--- src/tqv_periph_defines.svh ---
// Peripheral wrapper parameters: bus widths, slot counts and GPIO register map
`ifndef TQV_PERIPH_DEFINES_SVH
`define TQV_PERIPH_DEFINES_SVH

// Core data bus
`define TQV_ADDR_W          11
`define TQV_DATA_W          32

// Peripheral slots
`define TQV_USER_SLOTS      8   // 64 bytes each from 0x000
`define TQV_SIMPLE_SLOTS    4   // 16 bytes each from 0x400

// Output PMOD
`define TQV_PINS            8

// Fixed slot assignments
`define TQV_SLOT_GPIO       1
`define TQV_SLOT_UART       2   // Drives pins 0 and 1 out of reset

// GPIO register offsets within slot 1
`define TQV_GPIO_OUT_OFS    6'h00
`define TQV_GPIO_IN_OFS     6'h04
`define TQV_GPIO_AUDIO_OFS  6'h10
`define TQV_GPIO_FUNC_OFS   6'h20   // One word per pin, stride 4

`endif

--- src/tqv_bus_pkg.sv ---
// Core bus types: access sizes and the request and response records on each side of decode
`include "tqv_periph_defines.svh"

package tqv_bus_pkg;

    // Size code as driven by the core, 11 means idle
    typedef enum logic [1:0] {
        SIZE_BYTE = 2'b00,
        SIZE_HALF = 2'b01,
        SIZE_WORD = 2'b10,
        SIZE_NONE = 2'b11
    } access_size_e;

    // Request from the core, 47 bits
    typedef struct packed {
        logic [`TQV_ADDR_W-1:0] addr;
        logic [`TQV_DATA_W-1:0] wdata;
        access_size_e           write_size;
        access_size_e           read_size;
    } bus_req_t;

    // Request to one full-interface slot, 42 bits
    typedef struct packed {
        logic [5:0]             offset;     // Byte offset inside the 64 byte window
        logic [`TQV_DATA_W-1:0] wdata;
        access_size_e           write_size; // NONE unless this slot is selected
        access_size_e           read_size;
    } slot_req_t;

    // Answer from one full-interface slot
    typedef struct packed {
        logic [`TQV_DATA_W-1:0] rdata;
        logic                   ready;
    } slot_rsp_t;

    // Request to one byte-wide simple slot, 13 bits
    typedef struct packed {
        logic [3:0] offset;
        logic [7:0] wdata;
        logic       write;  // Selected and writing
    } simple_req_t;

endpackage

--- src/tqv_pin_pkg.sv ---
// Pin side types: per-pin output function word and audio tap codes
`include "tqv_periph_defines.svh"

package tqv_pin_pkg;

    // Output function of one pin
    typedef struct packed {
        logic       simple; // Source is a simple slot
        logic [3:0] slot;   // Slot index within that bank
    } pin_func_t;

    // Audio tap, one per code
    typedef enum logic [2:0] {
        AUDIO_USER2_B7   = 3'd0,
        AUDIO_USER3_B7   = 3'd1,
        AUDIO_SIMPLE0_B0 = 3'd2,
        AUDIO_SIMPLE1_B7 = 3'd3,
        AUDIO_USER4_B7   = 3'd4,
        AUDIO_SIMPLE2_B7 = 3'd5,
        AUDIO_USER5_B6   = 3'd6,
        AUDIO_USER7_B7   = 3'd7
    } audio_src_e;

    // Function word loaded at reset
    // Pins 0 and 1 carry the UART, the rest follow GPIO
    function automatic pin_func_t reset_pin_func(input int unsigned pin);
        pin_func_t f;
        f.simple = 1'b0;
        f.slot   = (pin < 2) ? 4'(`TQV_SLOT_UART) : 4'(`TQV_SLOT_GPIO);
        return f;
    endfunction

endpackage

--- src/tqv_periph_decode.sv ---
// Address decode: selects one slot, gates its request and returns its response
`timescale 1ns/1ps
`include "tqv_periph_defines.svh"

module tqv_periph_decode (
    input  tqv_bus_pkg::bus_req_t    i_bus_req,
    input  logic                     i_read_mask,
    output tqv_bus_pkg::slot_req_t   o_user_req    [`TQV_USER_SLOTS],
    output tqv_bus_pkg::simple_req_t o_simple_req  [`TQV_SIMPLE_SLOTS],
    input  tqv_bus_pkg::slot_rsp_t   i_gpio_rsp,
    input  tqv_bus_pkg::slot_rsp_t   i_user_rsp    [`TQV_USER_SLOTS],
    input  logic [7:0]               i_simple_data [`TQV_SIMPLE_SLOTS],
    output tqv_bus_pkg::slot_rsp_t   o_sel_rsp
);

    localparam int USER_IDX_W   = $clog2(`TQV_USER_SLOTS);
    localparam int SIMPLE_IDX_W = $clog2(`TQV_SIMPLE_SLOTS);

    logic                               user_hit;
    logic                               simple_hit;
    logic [USER_IDX_W-1:0]              user_idx;
    logic [SIMPLE_IDX_W-1:0]            simple_idx;
    logic [`TQV_USER_SLOTS-1:0]         user_sel;
    logic [`TQV_SIMPLE_SLOTS-1:0]       simple_sel;
    logic                               write_req;
    tqv_bus_pkg::access_size_e          slot_read_size;

    assign user_hit   = (i_bus_req.addr[10:9] == 2'b00);    // 0x000 - 0x1FF
    assign simple_hit = (i_bus_req.addr[10:6] == 5'b10000); // 0x400 - 0x43F
    assign user_idx   = i_bus_req.addr[6 +: USER_IDX_W];
    assign simple_idx = i_bus_req.addr[4 +: SIMPLE_IDX_W];

    assign write_req  = (i_bus_req.write_size != tqv_bus_pkg::SIZE_NONE);

    // No new read while the previous result is being returned
    assign slot_read_size = i_read_mask ? tqv_bus_pkg::SIZE_NONE : i_bus_req.read_size;

    for (genvar k = 0; k < `TQV_USER_SLOTS; k++) begin : g_user
        assign user_sel[k] = user_hit && (user_idx == k);

        assign o_user_req[k].offset     = i_bus_req.addr[5:0];
        assign o_user_req[k].wdata      = i_bus_req.wdata;
        assign o_user_req[k].write_size = user_sel[k] ? i_bus_req.write_size
                                                      : tqv_bus_pkg::SIZE_NONE;
        assign o_user_req[k].read_size  = user_sel[k] ? slot_read_size
                                                      : tqv_bus_pkg::SIZE_NONE;
    end

    for (genvar k = 0; k < `TQV_SIMPLE_SLOTS; k++) begin : g_simple
        assign simple_sel[k] = simple_hit && (simple_idx == k);

        assign o_simple_req[k].offset = i_bus_req.addr[3:0];
        assign o_simple_req[k].wdata  = i_bus_req.wdata[7:0];
        assign o_simple_req[k].write  = simple_sel[k] && write_req;
    end

    // Response of the selected slot
    always_comb begin
        o_sel_rsp.rdata = '0;
        o_sel_rsp.ready = 1'b1;     // Unused ranges answer at once
        if (|simple_sel) begin
            o_sel_rsp.rdata = {{(`TQV_DATA_W-8){1'b0}}, i_simple_data[simple_idx]};
        end else if (|user_sel) begin
            if (user_idx == `TQV_SLOT_GPIO) begin
                o_sel_rsp = i_gpio_rsp;
            end else if (user_idx != 0) begin
                o_sel_rsp = i_user_rsp[user_idx];
            end
            // Slot 0 is reserved and reads zero
        end
    end

endmodule

--- src/tqv_read_return.sv ---
// Read return path: registers slot data, holds it for the core and drives ready
`timescale 1ns/1ps
`include "tqv_periph_defines.svh"

module tqv_read_return (
    input  logic                            clk,
    input  logic                            rst_n,
    input  tqv_bus_pkg::access_size_e       i_read_size,
    input  tqv_bus_pkg::access_size_e       i_write_size,
    input  tqv_bus_pkg::slot_rsp_t          i_sel_rsp,
    input  logic                            i_data_read_complete,
    output logic [`TQV_DATA_W-1:0]          o_data_out,
    output logic                            o_data_ready,
    output logic                            o_read_mask
);

    logic                   read_req;
    logic                   capture;
    logic                   data_hold;
    logic                   ready_r;
    logic [`TQV_DATA_W-1:0] data_r;

    assign read_req = (i_read_size != tqv_bus_pkg::SIZE_NONE);

    // Take the slot's data once, then keep it until the core is done
    assign capture  = read_req && i_sel_rsp.ready && !data_hold;

    always_ff @(posedge clk) begin
        if (!rst_n) begin
            data_hold <= 1'b0;
            ready_r   <= 1'b0;
        end else begin
            if (i_data_read_complete) begin
                data_hold <= 1'b0;
            end
            if (capture) begin
                data_hold <= 1'b1;      // Wins over a same cycle complete
            end
            ready_r <= read_req && i_sel_rsp.ready;    // Follows the data register
        end
    end

    always_ff @(posedge clk) begin
        if (capture) begin
            data_r <= i_sel_rsp.rdata;
        end
    end

    assign o_data_out   = data_r;
    assign o_data_ready = ready_r || (i_write_size != tqv_bus_pkg::SIZE_NONE);

    // Suppress a second slot read while ready is up
    assign o_read_mask  = ready_r;

endmodule

--- src/tqv_gpio_regs.sv ---
// GPIO slot: output byte, input readback, pin function selects and audio select
`timescale 1ns/1ps
`include "tqv_periph_defines.svh"

module tqv_gpio_regs (
    input  logic                        clk,
    input  logic                        rst_n,
    input  tqv_bus_pkg::slot_req_t      i_req,
    input  logic [7:0]                  i_ui_in,
    output tqv_bus_pkg::slot_rsp_t      o_rsp,
    output logic [7:0]                  o_gpio_out,
    output tqv_pin_pkg::pin_func_t      o_pin_func [`TQV_PINS],
    output tqv_pin_pkg::audio_src_e     o_audio_src,
    output logic                        o_audio_select
);

    localparam int FUNC_IDX_W = $clog2(`TQV_PINS);

    logic [7:0]                 gpio_out;
    tqv_pin_pkg::pin_func_t     pin_func [`TQV_PINS];
    tqv_pin_pkg::audio_src_e    audio_src;
    logic                       audio_en;

    logic                       wr_en;
    logic                       func_hit;
    logic [FUNC_IDX_W-1:0]      func_idx;
    logic [`TQV_DATA_W-1:0]     rdata;

    // Request sizes arrive already gated by the decoder
    assign wr_en    = (i_req.write_size != tqv_bus_pkg::SIZE_NONE);

    // Function words at 0x20, 0x24 .. 0x3C
    assign func_hit = ((i_req.offset & 6'h23) == `TQV_GPIO_FUNC_OFS);
    assign func_idx = i_req.offset[2 +: FUNC_IDX_W];

    always_ff @(posedge clk) begin
        if (!rst_n) begin
            gpio_out  <= '0;
            audio_en  <= 1'b0;
            audio_src <= tqv_pin_pkg::AUDIO_USER2_B7;
            for (int n = 0; n < `TQV_PINS; n++) begin
                pin_func[n] <= tqv_pin_pkg::reset_pin_func(n);
            end
        end else if (wr_en) begin
            // Any access size writes from the low bits
            if (i_req.offset == `TQV_GPIO_OUT_OFS) begin
                gpio_out <= i_req.wdata[7:0];
            end
            if (i_req.offset == `TQV_GPIO_AUDIO_OFS) begin
                audio_en  <= i_req.wdata[3];
                audio_src <= tqv_pin_pkg::audio_src_e'(i_req.wdata[2:0]);
            end
            if (func_hit) begin
                pin_func[func_idx] <= tqv_pin_pkg::pin_func_t'(i_req.wdata[4:0]);
            end
        end
    end

    // Readback, zero extended
    always_comb begin
        rdata = '0;
        if (i_req.offset == `TQV_GPIO_OUT_OFS) begin
            rdata[7:0] = gpio_out;
        end else if (i_req.offset == `TQV_GPIO_IN_OFS) begin
            rdata[7:0] = i_ui_in;
        end else if (i_req.offset == `TQV_GPIO_AUDIO_OFS) begin
            rdata[3:0] = {audio_en, audio_src};
        end else if (func_hit) begin
            rdata[4:0] = pin_func[func_idx];
        end
    end

    assign o_rsp.rdata    = rdata;
    assign o_rsp.ready    = 1'b1;   // Register reads never stall

    assign o_gpio_out     = gpio_out;
    assign o_pin_func     = pin_func;
    assign o_audio_src    = audio_src;
    assign o_audio_select = audio_en;

endmodule

--- src/tqv_pin_mux.sv ---
// Output pin routing from the selected slots and the registered audio tap
`timescale 1ns/1ps
`include "tqv_periph_defines.svh"

module tqv_pin_mux (
    input  logic                    clk,
    input  tqv_pin_pkg::pin_func_t  i_pin_func  [`TQV_PINS],
    input  tqv_pin_pkg::audio_src_e i_audio_src,
    input  logic [7:0]              i_gpio_out,
    input  logic [7:0]              i_user_uo   [`TQV_USER_SLOTS],
    input  logic [7:0]              i_simple_uo [`TQV_SIMPLE_SLOTS],
    output logic [7:0]              o_uo_out,
    output logic                    o_audio
);

    localparam int USER_IDX_W   = $clog2(`TQV_USER_SLOTS);
    localparam int SIMPLE_IDX_W = $clog2(`TQV_SIMPLE_SLOTS);

    // Pin n takes bit n of its chosen source
    for (genvar n = 0; n < `TQV_PINS; n++) begin : g_pin
        always_comb begin
            o_uo_out[n] = 1'b0;
            if (i_pin_func[n].simple) begin
                if (i_pin_func[n].slot < `TQV_SIMPLE_SLOTS) begin
                    o_uo_out[n] = i_simple_uo[i_pin_func[n].slot[SIMPLE_IDX_W-1:0]][n];
                end
            end else if (i_pin_func[n].slot == `TQV_SLOT_GPIO) begin
                o_uo_out[n] = i_gpio_out[n];
            end else if (i_pin_func[n].slot != 0 &&
                         i_pin_func[n].slot < `TQV_USER_SLOTS) begin
                o_uo_out[n] = i_user_uo[i_pin_func[n].slot[USER_IDX_W-1:0]][n];
            end
            // Slot 0 and missing slots stay low
        end
    end

    // Audio tap, one cycle behind its source
    always_ff @(posedge clk) begin
        case (i_audio_src)
            tqv_pin_pkg::AUDIO_USER2_B7:   o_audio <= i_user_uo[2][7];
            tqv_pin_pkg::AUDIO_USER3_B7:   o_audio <= i_user_uo[3][7];
            tqv_pin_pkg::AUDIO_SIMPLE0_B0: o_audio <= i_simple_uo[0][0];
            tqv_pin_pkg::AUDIO_SIMPLE1_B7: o_audio <= i_simple_uo[1][7];
            tqv_pin_pkg::AUDIO_USER4_B7:   o_audio <= i_user_uo[4][7];
            tqv_pin_pkg::AUDIO_SIMPLE2_B7: o_audio <= i_simple_uo[2][7];
            tqv_pin_pkg::AUDIO_USER5_B6:   o_audio <= i_user_uo[5][6];  // Second channel
            tqv_pin_pkg::AUDIO_USER7_B7:   o_audio <= i_user_uo[7][7];
            default:                       o_audio <= 1'b0;
        endcase
    end

endmodule

--- src/tqv_periph_wrapper.sv ---
// Peripheral wrapper top: core bus, GPIO, external slot ports and pin routing
`timescale 1ns/1ps
`include "tqv_periph_defines.svh"

module tqv_periph_wrapper (
    input  logic                        clk,
    input  logic                        rst_n,
    input  logic [7:0]                  i_ui_in,
    input  tqv_bus_pkg::bus_req_t       i_bus_req,
    input  logic                        i_data_read_complete,
    output logic [`TQV_DATA_W-1:0]      o_data_out,
    output logic                        o_data_ready,
    output tqv_bus_pkg::slot_req_t      o_user_req    [2:`TQV_USER_SLOTS-1],
    input  tqv_bus_pkg::slot_rsp_t      i_user_rsp    [2:`TQV_USER_SLOTS-1],
    input  logic [7:0]                  i_user_uo     [2:`TQV_USER_SLOTS-1],
    output tqv_bus_pkg::simple_req_t    o_simple_req  [`TQV_SIMPLE_SLOTS],
    input  logic [7:0]                  i_simple_data [`TQV_SIMPLE_SLOTS],
    input  logic [7:0]                  i_simple_uo   [`TQV_SIMPLE_SLOTS],
    output logic [7:0]                  o_uo_out,
    output logic                        o_audio,
    output logic                        o_audio_select
);

    logic                       read_mask;
    tqv_bus_pkg::slot_req_t     user_req [`TQV_USER_SLOTS];
    tqv_bus_pkg::slot_rsp_t     user_rsp [`TQV_USER_SLOTS];
    logic [7:0]                 user_uo  [`TQV_USER_SLOTS];
    tqv_bus_pkg::slot_rsp_t     gpio_rsp;
    tqv_bus_pkg::slot_rsp_t     sel_rsp;
    logic [7:0]                 gpio_out;
    tqv_pin_pkg::pin_func_t     pin_func [`TQV_PINS];
    tqv_pin_pkg::audio_src_e    audio_src;

    // Slots 0 and 1 are internal, the rest come from the ports
    always_comb begin
        user_rsp[0] = '0;
        user_rsp[1] = '0;   // GPIO answers on its own port
        user_uo[0]  = '0;
        user_uo[1]  = '0;
        for (int k = 2; k < `TQV_USER_SLOTS; k++) begin
            user_rsp[k] = i_user_rsp[k];
            user_uo[k]  = i_user_uo[k];
        end
    end

    for (genvar k = 2; k < `TQV_USER_SLOTS; k++) begin : g_user_port
        assign o_user_req[k] = user_req[k];
    end

    tqv_periph_decode u_decode (
        .i_bus_req      (i_bus_req),
        .i_read_mask    (read_mask),
        .o_user_req     (user_req),
        .o_simple_req   (o_simple_req),
        .i_gpio_rsp     (gpio_rsp),
        .i_user_rsp     (user_rsp),
        .i_simple_data  (i_simple_data),
        .o_sel_rsp      (sel_rsp)
    );

    tqv_read_return u_read_return (
        .clk                  (clk),
        .rst_n                (rst_n),
        .i_read_size          (i_bus_req.read_size),
        .i_write_size         (i_bus_req.write_size),
        .i_sel_rsp            (sel_rsp),
        .i_data_read_complete (i_data_read_complete),
        .o_data_out           (o_data_out),
        .o_data_ready         (o_data_ready),
        .o_read_mask          (read_mask)
    );

    tqv_gpio_regs u_gpio (
        .clk            (clk),
        .rst_n          (rst_n),
        .i_req          (user_req[`TQV_SLOT_GPIO]),
        .i_ui_in        (i_ui_in),
        .o_rsp          (gpio_rsp),
        .o_gpio_out     (gpio_out),
        .o_pin_func     (pin_func),
        .o_audio_src    (audio_src),
        .o_audio_select (o_audio_select)
    );

    tqv_pin_mux u_pin_mux (
        .clk         (clk),
        .i_pin_func  (pin_func),
        .i_audio_src (audio_src),
        .i_gpio_out  (gpio_out),
        .i_user_uo   (user_uo),
        .i_simple_uo (i_simple_uo),
        .o_uo_out    (o_uo_out),
        .o_audio     (o_audio)
    );

endmodule

--- config.mk ---
export PLATFORM = sky130hd
export DESIGN_NAME = tqv_periph_wrapper
export DESIGN_NICKNAME = d
export VERILOG_FILES = /design/src/tqv_bus_pkg.sv /design/src/tqv_pin_pkg.sv /design/src/tqv_periph_decode.sv /design/src/tqv_read_return.sv /design/src/tqv_gpio_regs.sv /design/src/tqv_pin_mux.sv /design/src/tqv_periph_wrapper.sv
export VERILOG_INCLUDE_DIRS = /design/src
export SDC_FILE = /design/constraint.sdc
export NUM_CORES = 1
export LEC_CHECK = 0
export BUFFER_PORTS_ARGS = -buffer_cell sky130_fd_sc_hd__buf_2
export CORE_AREA = 10 10 271 273
export CTS_CLUSTER_SIZE = 10
export DETAILED_ROUTE_END_ITERATION = 7
export DIE_AREA = 0 0 281 283
export PLACE_DENSITY = 0.45
export REMOVE_ABC_BUFFERS = 1
export SETUP_SLACK_MARGIN = 0.15
export SLEW_MARGIN = 20
export SYNTH_ARGS = -nofsm -noshare
export SYNTH_HDL_FRONTEND = slang
export SYNTH_SLANG_ARGS = --single-unit
--- constraint.sdc ---
create_clock -name clk -period 7.6 [get_ports clk]
set_input_delay 0 -clock clk [delete_from_list [all_inputs] [get_ports clk]]
set_output_delay 0 -clock clk [all_outputs]
set_load 0.05 [all_outputs]
======== Yosys cells after proc, flatten, opt, wreduce, memory -nomap -nowiden ========
Index checks and enable logic that the tools add are counted.
storage, ports and cells
  register bits after elaboration ......... 87
  bits in latches ......................... 0
  memory bits (writable) .................. 0
  bits in read-only memories .............. 0
  bits of input ports ..................... 368
  output and inout port bits .............. 347
  word-level logic and storage cells ...... 283
  memories kept ........................... 0
cells by class
  add/sub/neg operators ................... 0
  multiply operators ...................... 0
  div/mod/pow operators ................... 0
  order comparisons ....................... 36
  eq/ne operators ......................... 32
  shifts and indexed selects .............. 0
  multiplexer cells ....................... 120
  bitwise logic cells ..................... 21
  reduce and logical (&&, ||, !) cells .... 50
operators with widths
  kind                  count
  $bmux W8 S3           8
  $bmux W8 S2           9
  $bmux W33 S3          1
  $mux W33              2
  $mux W8               8
  $mux W5               9
  $bwmux W40            1
  $ge A4 B4 Y1 const B  10
  $mux W1               40
  $not A3 Y4            10
  $mux W2               18
  $eq A4 B1 Y1 const B  8
  $lt A4 B3 Y1 const B  8
  $lt A4 B4 Y1 const B  8
  $reduce_bool A4 Y1    8
  $mux W7               4
  $eq A3 B3 Y1 const B  9
  $ge A3 B3 Y1 const B  9
  $logic_and A1 B1 Y1   27
  $mux W9               3
  $not A2 Y3            9
  $mux W6               4
  $mux W4               5
  $bmux W5 S3           1
  24 further kinds      40

======== Depth between registers and ports, before layout ========
Gate-level depths: netlist (run 1).
  depth after elaboration ................. 14
  gate-level depth with buffers ........... 8
  gate-level depth less buffers ........... 5

======== By module ========
From an unflattened synthesis (run 1), not the netlist that was laid out.
second synthesis, totals
  cell total of the unflattened synthesis .. 1052
  area, all modules ....................... 9824.4 µm²
by module, submodules not included
  module              instances  cells each  area each (µm²)  seq. area each (µm²)
  tqv_periph_decode   1          640         5276.3           0.0
  tqv_gpio_regs       1          289         2612.5           1041.0
  tqv_read_return     1          41          1054.8           1001.0
  tqv_pin_mux         1          81          877.1            20.0
  tqv_periph_wrapper  1          1           3.8              0.0

======== Worst setup path after synthesis (run 1) ========
Ideal clock, no wire load.
  path type ............................... input port to flip-flop
  start ................................... input port i_bus_req[42] (netlist name)
  end ..................................... register u_read_return.data_r[0], in the netlist u_read_return.o_data_out[0] (enable)
  setup time .............................. 0.422 ns
  arrival time ............................ 2.296 ns
  data required time ...................... 7.178 ns
  setup slack ............................. 4.882 ns
  stages .................................. 7
  buffers on the path ..................... 2
  cell sequence ........................... buf_2 > buf_2 > mux2i_1 > nand3b_1 > a31o_2 > nand2_1 > nor2_1
between the ends
  longest elaborated chain between the ends .. 10
  elaborated cells on any way between the ends .. 34
  classes of those cells .................. 8 x eq/ne; 7 x mux; 1 x bitwise; 18 x reduce/logical
RTL lines
  what                                          RTL line                 text
  from (decl)                                   tqv_periph_wrapper.sv:9  input tqv_bus_pkg::bus_req_t i_bus_req,
  $not A3 Y4 (implied by the code)              tqv_periph_decode.sv:67  o_sel_rsp = i_user_rsp[user_idx];
  $bmux W33 S3                                  tqv_periph_decode.sv:67
  $mux W33 (implied by the code) (2 in series)  tqv_periph_decode.sv:67
  $mux W9                                       tqv_periph_decode.sv:66  end else if (user_idx != 0) begin
  $mux W9                                       tqv_periph_decode.sv:64  if (user_idx == `TQV_SLOT_GPIO) begin
  $mux W9                                       tqv_periph_decode.sv:63  end else if (|user_sel) begin
  $mux W1 *                                     tqv_periph_decode.sv:61  if (|simple_sel) begin
  $logic_and A1 B1 Y1 * (2 in series)           tqv_read_return.sv:26    assign capture = read_req && i_sel_rsp.ready && !data_hold;
  via u_read_return.capture                     tqv_read_return.sv:18    logic capture;
  to (signal assigned)                          tqv_read_return.sv:45    data_r <= i_sel_rsp.rdata;
  to (decl)                                     tqv_read_return.sv:21    logic [`TQV_DATA_W-1:0] data_r;
Mark *: on every way through the listed nets, which the timed path passes. The rest lies on a longest branch. The select of a mux whose other input is x is not followed.
A chain may end at the register's enable or synchronous reset.

==> results.toml, run 1 <==
[outcome]
status = "finished, final reports clean"

[yosys]
syn_inst = 894
synth-xor-area-share_pct = 0
synth_compound_area_share_pct = 7.35
ys_types = 42
synth_ff_type = "dfxtp_1"
synth_adder_area_share_pct = 0
synth_top_family_by_area = "multiplexers"
synth-simple-area-share_pct = 13.3
async_flop_share_pct = 0
syn_area_sq_mm = 0.00874
yosysWarnings = 0
syn_area_per_cell_sq_um = 9.78
synthMuxAreaShare_pct = 28.9
yosysSeqAreaShare_pct = 23.6
ys_ff_latch = 87
synth_enable_flop_cells = 32

[finish]
layout-drive-gt1-share_pct = 59.6
final_cell_mix = "buf_2, mux2i_1, mux4_2"
fill_cells = 7681
finish.utilization_pct = 15.7
final_common_cell = "buf_2"
fin_nets = 1505
fin_area_sq_mm = 0.0107
area_growth_pct = 22.3

[worst_hold_path]
hold_path_class = "in2out"
min_path_cells = 0
hold_path_end = "o_user_req[235]"
min_from = "i_bus_req[25]"

[clocking]
clk_latency_ns = 0.38
clk_pin_slew_worst_paths_ns = 0.08
h-tree-depth = 3
clk_path_buf_depth = 2
cts_tree = "done"
cts.sinks = 87
cts_resized = 0
cts_buffers = 9
clock-root-buffer = "clkbuf_16"

[detailed_routing]
drc = 0
vias_per_cell = 3.88
wl_per_cell_microns = 27.2
postRouteAntennaNets = 0
drt-initial-drc-count = 376
dr.pass1.iters = 4
routed_wl_microns = 55300
vias = 7878

[critical_path]
worstPathArrival_ns = 2.46
critPathKind = "in2reg"
crit_required_ns = 7.72
rr_endpoint = "u_read_return.o_data_out[0]"
startpoint_type = "input pin"
reg2reg_from = "u_gpio.o_pin_func[35]"
ff2ff_setup_slack_ns = 5.89
rr_worst_depth = 4
cp_max_fo = 38
end_kind = "flop"

[sta]
rsz0062_at_grt = "no"
setup_viol = 0
fin_worst_skew_ns = 0.0116
hold_viol_final = 0
slew_headroom_pct = 33.5
worst_pin_slew_ns = 0.997
fmax_ghz = 0.427
tns_ns = 0
finalCritPeriodShare_pct = 30.8
holdWs_ns = 0.000529
layout_min_cycle_time_ns = 2.34
final_max_slew_viol_count = 0

[floorplan]
die_x_microns = 281
num_rows = 96
die_area_sq_mm = 0.0795
die_h_microns = 283
pin_count = 715
start_util_pct = 12.8
core_sq_mm = 0.0681

[global_route]
grt_max_degree = 56
track_usage_pct = 13.2
grt_pass1_vias = 8766
overflow = 0
antenna_found_initial = 28
grt_pass1_wl_microns = 72600

[placed_design]
dp_hpwl_microns = 47000
placed_area_sq_mm = 0.0103
portBuffers = 546
place_congestion = 0.923

[power]
combPwrFrac_pct = 37.7
switchingPower_w = 0.000643
power_frac_clock_pct = 29.8
intPower_w = 0.000949
total_power_w = 0.00159
leakage_nw = 4.59
peakVddDrop_mv = 0.109
power_density_mw_per_mm2 = 149
switching_share_pct = 40.4
seqPwrFrac_pct = 32.5

[flow_run]
drv_cap = 0
state kept, by name, summed over array words and instances, names as in the netlist:
register	cells
u_gpio.o_audio_select	1
u_read_return.o_read_mask	1
u_gpio.o_audio_src	3
u_pin_mux.o_audio	1
u_gpio.o_gpio_out	8
u_gpio.o_pin_func	40
u_read_return.data_hold	1
u_read_return.o_data_out	32
power groups by stage:
stage	combinational, W	clock (W)	sequential [W]
global placement	0.000607	0	0.000530
global route	0.000637	0.000519	0.000520
finish	0.000600	0.000475	0.000517
CTS	0.000617	0.000502	0.000518
floorplan	0.000121	0	0.000597
detailed placement	0.000613	0	0.000529
synth_stat cells, types with 2 or more instances:
library cell / instances / area (sq um)
nor2_1: 39 / 146
dfxtp_1: 55 / 1100
a221o_1: 4 / 40.0
a22oi_1: 36 / 270
nand2_1: 50 / 188
nor3b_1: 13 / 97.6
nor2b_1: 47 / 294
nand3_1: 6 / 30.0
buf_4: 276 / 2070
buf_6: 5 / 56.3
clkbuf_1: 27 / 101
mux4_2: 58 / 1310
or2_2: 2 / 12.5
nand3b_1: 9 / 67.6
nor3_1: 12 / 60.1
a21oi_1: 32 / 160
nor3b_2: 3 / 37.5
o31ai_1: 16 / 120
edfxtp_1: 32 / 961
or3_1: 4 / 25.0
buf_1: 5 / 18.8
and4_1: 2 / 17.5
mux2_2: 39 / 439
clkbuf_8: 3 / 41.3
buf_2: 12 / 60.1
mux2i_1: 78 / 781
a31oi_1: 5 / 31.3
nand2b_1: 9 / 56.3
and2_1: 2 / 12.5
cells by family after synthesis:
family,after synthesis
buf+inv,328
simple gates,208
mux,175
compound gates,96
flops,87
how the worst max path moves through the flow:
stage | end | depth (start not counted) | start | slack, ns
2_1_floorplan | u_read_return.o_data_out[0] | 5 | i_bus_req[43] | 5.16
3_3_place_gp | u_gpio.o_pin_func[15] | 7 | i_bus_req[41] | 4.93
3_5_place_dp | u_read_return.o_data_out[2] | 6 | i_bus_req[42] | 4.88
4_1_cts | o_user_req[168] | 6 | i_bus_req[43] | 5.23
5_1_grt | o_user_req[168] | 6 | i_bus_req[43] | 5.11
6_report | u_read_return.o_data_out[2] | 6 | i_bus_req[42] | 5.26
metal layers:
metal / vias up / track usage, % / routed length (microns)
met5: - / 1.13 / 284
met1: 3800 / 16.1 / 23700
met2: 565 / 20.6 / 24000
met3: 54 / 6.78 / 6670
met4: 29 / 2.03 / 682
li1: 3430 / - / -
final cells by class:
class	instances	area [sq um]	area share (%)
diodes	9	22.5	0.211
repair buffers	560	2870	26.8
flip-flops and latches	87	2060	19.3
clock buffers	12	268	2.50
well taps	882	1100	10.3
clock inverters	4	25.0	0.234
multi-input cells	479	4340	40.6
metrics by stage:
stage / setup WS (ns) / instances
2_1_floorplan: 5.16 / 566
3_3_place_gp: 4.93 / 2003
3_5_place_dp: 4.88 / 2004
4_1_cts: 5.23 / 2024
5_1_grt: 5.11 / 2025
6_report: 5.26 / 2033
repair_timing:
action,CTS,global route
hold endpoints to repair,2,0
hold buffers,4,0
buffers inserted,0,0
worst max-delay path, cell delays in order:
cell	delay (ns)
buf_4	0.46
buf_4	0.62
or3b_2	0.60
a221o_1	0.30
a31oi_1	0.25
o31ai_1	0.12
Power figures use the tool's default switching activity.
==> inputs of run 2 (changes only) <==
==> constraint.sdc (replaced) <==
create_clock -name clk -period 2.2 [get_ports clk]
set_input_delay 0 -clock clk [delete_from_list [all_inputs] [get_ports clk]]
set_output_delay 0 -clock clk [all_outputs]
set_load 0.05 [all_outputs]
==> run 2 against run 1 <==
  * Sequential share of layout area shrank 0.70 points
  * Combinational power grew to 3.6 times the previous value
  * Non-clock buffer count grew 44
  * Highest routed layer unchanged
  * Critical path type is now reg2out
  * Design area grew 4.0%
  * Largest power group unchanged
  * Register-to-register slack lost 5.3 ns
==> results.toml, run 2 (synthesis results as in run 1) <==
[outcome]
status = "finished, final reports clean"

[power]
leakage_nw = 4.83
switchingPower_w = 0.00224
peakVddDrop_mv = 0.393
combPwrFrac_pct = 38.4
power_density_mw_per_mm2 = 499
intPower_w = 0.00331
power_frac_clock_pct = 29.4
switching_share_pct = 40.4
seqPwrFrac_pct = 32.2

[flow_run]
drv_cap = 0

[critical_path]
max_stage_delay_ns = 0.51
startpoint_type = "flop"
crit_top_cell = "a21oi_1"
cpMaxStageDelayCell = "dfxtp_1"
ff2ff_setup_slack_ns = 0.61
rr_worst_depth = 4
critPathLaunch = "u_gpio.o_pin_func[1]"
worstPathCellList = "mux2_2 -> nand2_1 -> a21oi_1 -> a21oi_1 -> o31ai_2 -> clkbuf_4"
endpoint = "o_uo_out[7]"
rr_endpoint = "u_read_return.o_data_out[4]"
crit_required_ns = 2.20
reg2reg_from = "u_gpio.o_pin_func[24]"
cp_max_fo = 6
critPathKind = "reg2out"
worstPathArrival_ns = 1.95
end_kind = "primary output"

[clocking]
cts.sinks = 87
cts_buffers = 9
clk_path_buf_depth = 2
clk_latency_ns = 0.38
cts_tree = "done"
h-tree-depth = 3
cts_setup_buffers = 0
clock-root-buffer = "clkbuf_16"
clk_pin_slew_worst_paths_ns = 0.08

[sta]
worst_pin_slew_ns = 0.958
slew_headroom_pct = 36.1
setup_ws_ns = 0.253
fin_worst_skew_ns = 0.00965
layout_min_cycle_time_ns = 1.95
hold_viol_final = 0
rsz0062_at_grt = "yes"
fmax_ghz = 0.514
final_max_slew_viol_count = 0
setup_viol = 0
finalCritPeriodShare_pct = 88.5

[detailed_routing]
wl_per_cell_microns = 27.1
dr.pass1.iters = 5
vias = 8148
routed_wl_microns = 56200
vias_per_cell = 3.93
postRouteAntennaNets = 0
drt-initial-drc-count = 418
drc = 0

[finish]
fill_cells = 7687
stdcell_count = 2074
final_cell_mix = "buf_2, mux2i_1, mux4_2"
final_common_cell = "buf_2"
area_growth_pct = 27.1
layout-drive-gt1-share_pct = 61.6
largest_reg_flops = 40
fin_nets = 1549

[floorplan]
num_rows = 96
die_h_microns = 283
die_x_microns = 281
core_sq_mm = 0.0681
start_util_pct = 12.8
die_area_sq_mm = 0.0795
pin_count = 715

[global_route]
grt_pass1_wl_microns = 73000
overflow = 0
grt_pass1_vias = 8825
track_usage_pct = 13.3
antenna_found_initial = 29
grt_max_degree = 56

[placed_design]
dp.cells = 2049
dp_hpwl_microns = 49200
portBuffers = 546
place_ws_ns = 0.0720
place_congestion = 0.892

[worst_hold_path]
hold_path_class = "in2out"
## run 2: cell types whose count changed in the layout (fill, tap and decap cells not counted), sizes merged
| cell | delta |
|---|---|
| buf | +43 |
| clkinv | -1 |
| clkinvlp | +1 |
| diode | -3 |
| dlygate4sd3 | -1 |
| inv | +2 |
## run 2: worst max-delay path: cells and delay by family (launching register included)
kind	cells	cell delay, ns
buffers and inverters	1	0.31
DFF	1	0.51
AOI/OAI and AO/OA	3	0.47
muxes	1	0.22
and+or+nand+nor	1	0.05
## run 2: per-layer routing
| metal | vias up | GRT usage (%) | routed length (microns) |
|---|---|---|---|
| met3 | 72 | 6.94 | 7170 |
| met1 | 3896 | 15.8 | 23400 |
| met5 | - | 0.938 | 288 |
| met2 | 622 | 20.9 | 24500 |
| li1 | 3527 | - | - |
| met4 | 31 | 2.66 | 909 |
## run 2: timing repair
action	in CTS	in global routing
pin swaps	0	0
setup endpoints to repair	1	4
hold buffers	3	0
hold endpoints to repair	2	0
gates resized for setup	1	5
## run 2: layout make-up
| cell class | count | area, sq um | area share [%] |
|---|---|---|---|
| sequential | 87 | 2070 | 18.6 |
| clock buffer | 10 | 250 | 2.25 |
| clock inverter | 6 | 47.5 | 0.428 |
| tap | 882 | 1100 | 9.93 |
| antenna | 6 | 15.0 | 0.135 |
| multi-input combinational | 479 | 4350 | 39.1 |
| timing repair buffer | 604 | 3290 | 29.6 |
## run 2: metrics by stage
stage	util [%]	hold slack (ns)	setup TNS (ns)	area, sq um	power (W)
2_1_floorplan	-	0	-7.66	6390	0.00248
3_3_place_gp	15.8	0.00120	0	10800	0.00400
3_5_place_dp	15.8	0.00120	0	10800	0.00401
4_1_cts	16.3	0.00120	0	11100	0.00572
5_1_grt	16.3	0.000978	0	11100	0.00583
6_report	16.3	0.000593	0	11100	0.00555
## run 2: worst min-delay path by stage
stage                        to  slack (ns)           from  depth (start not counted)
6_report         o_user_req[24]      0.0006  i_bus_req[24]                          0
5_1_grt          o_user_req[24]       0.001  i_bus_req[24]                          0
4_1_cts         o_user_req[144]       0.001  i_bus_req[18]                          0
3_5_place_dp    o_user_req[144]       0.001  i_bus_req[18]                          0
3_3_place_gp    o_user_req[144]       0.001  i_bus_req[18]                          0
2_1_floorplan  o_simple_req[10]           0  i_bus_req[37]                          0
## run 2: power groups by stage
stage          combinational (W)  clock, W  sequential, W
2_1_floorplan           0.000418         0        0.00206
3_3_place_gp             0.00217         0        0.00183
3_5_place_dp             0.00218         0        0.00183
4_1_cts                  0.00219   0.00174        0.00179
5_1_grt                  0.00226   0.00177        0.00180
6_report                 0.00213   0.00164        0.00179
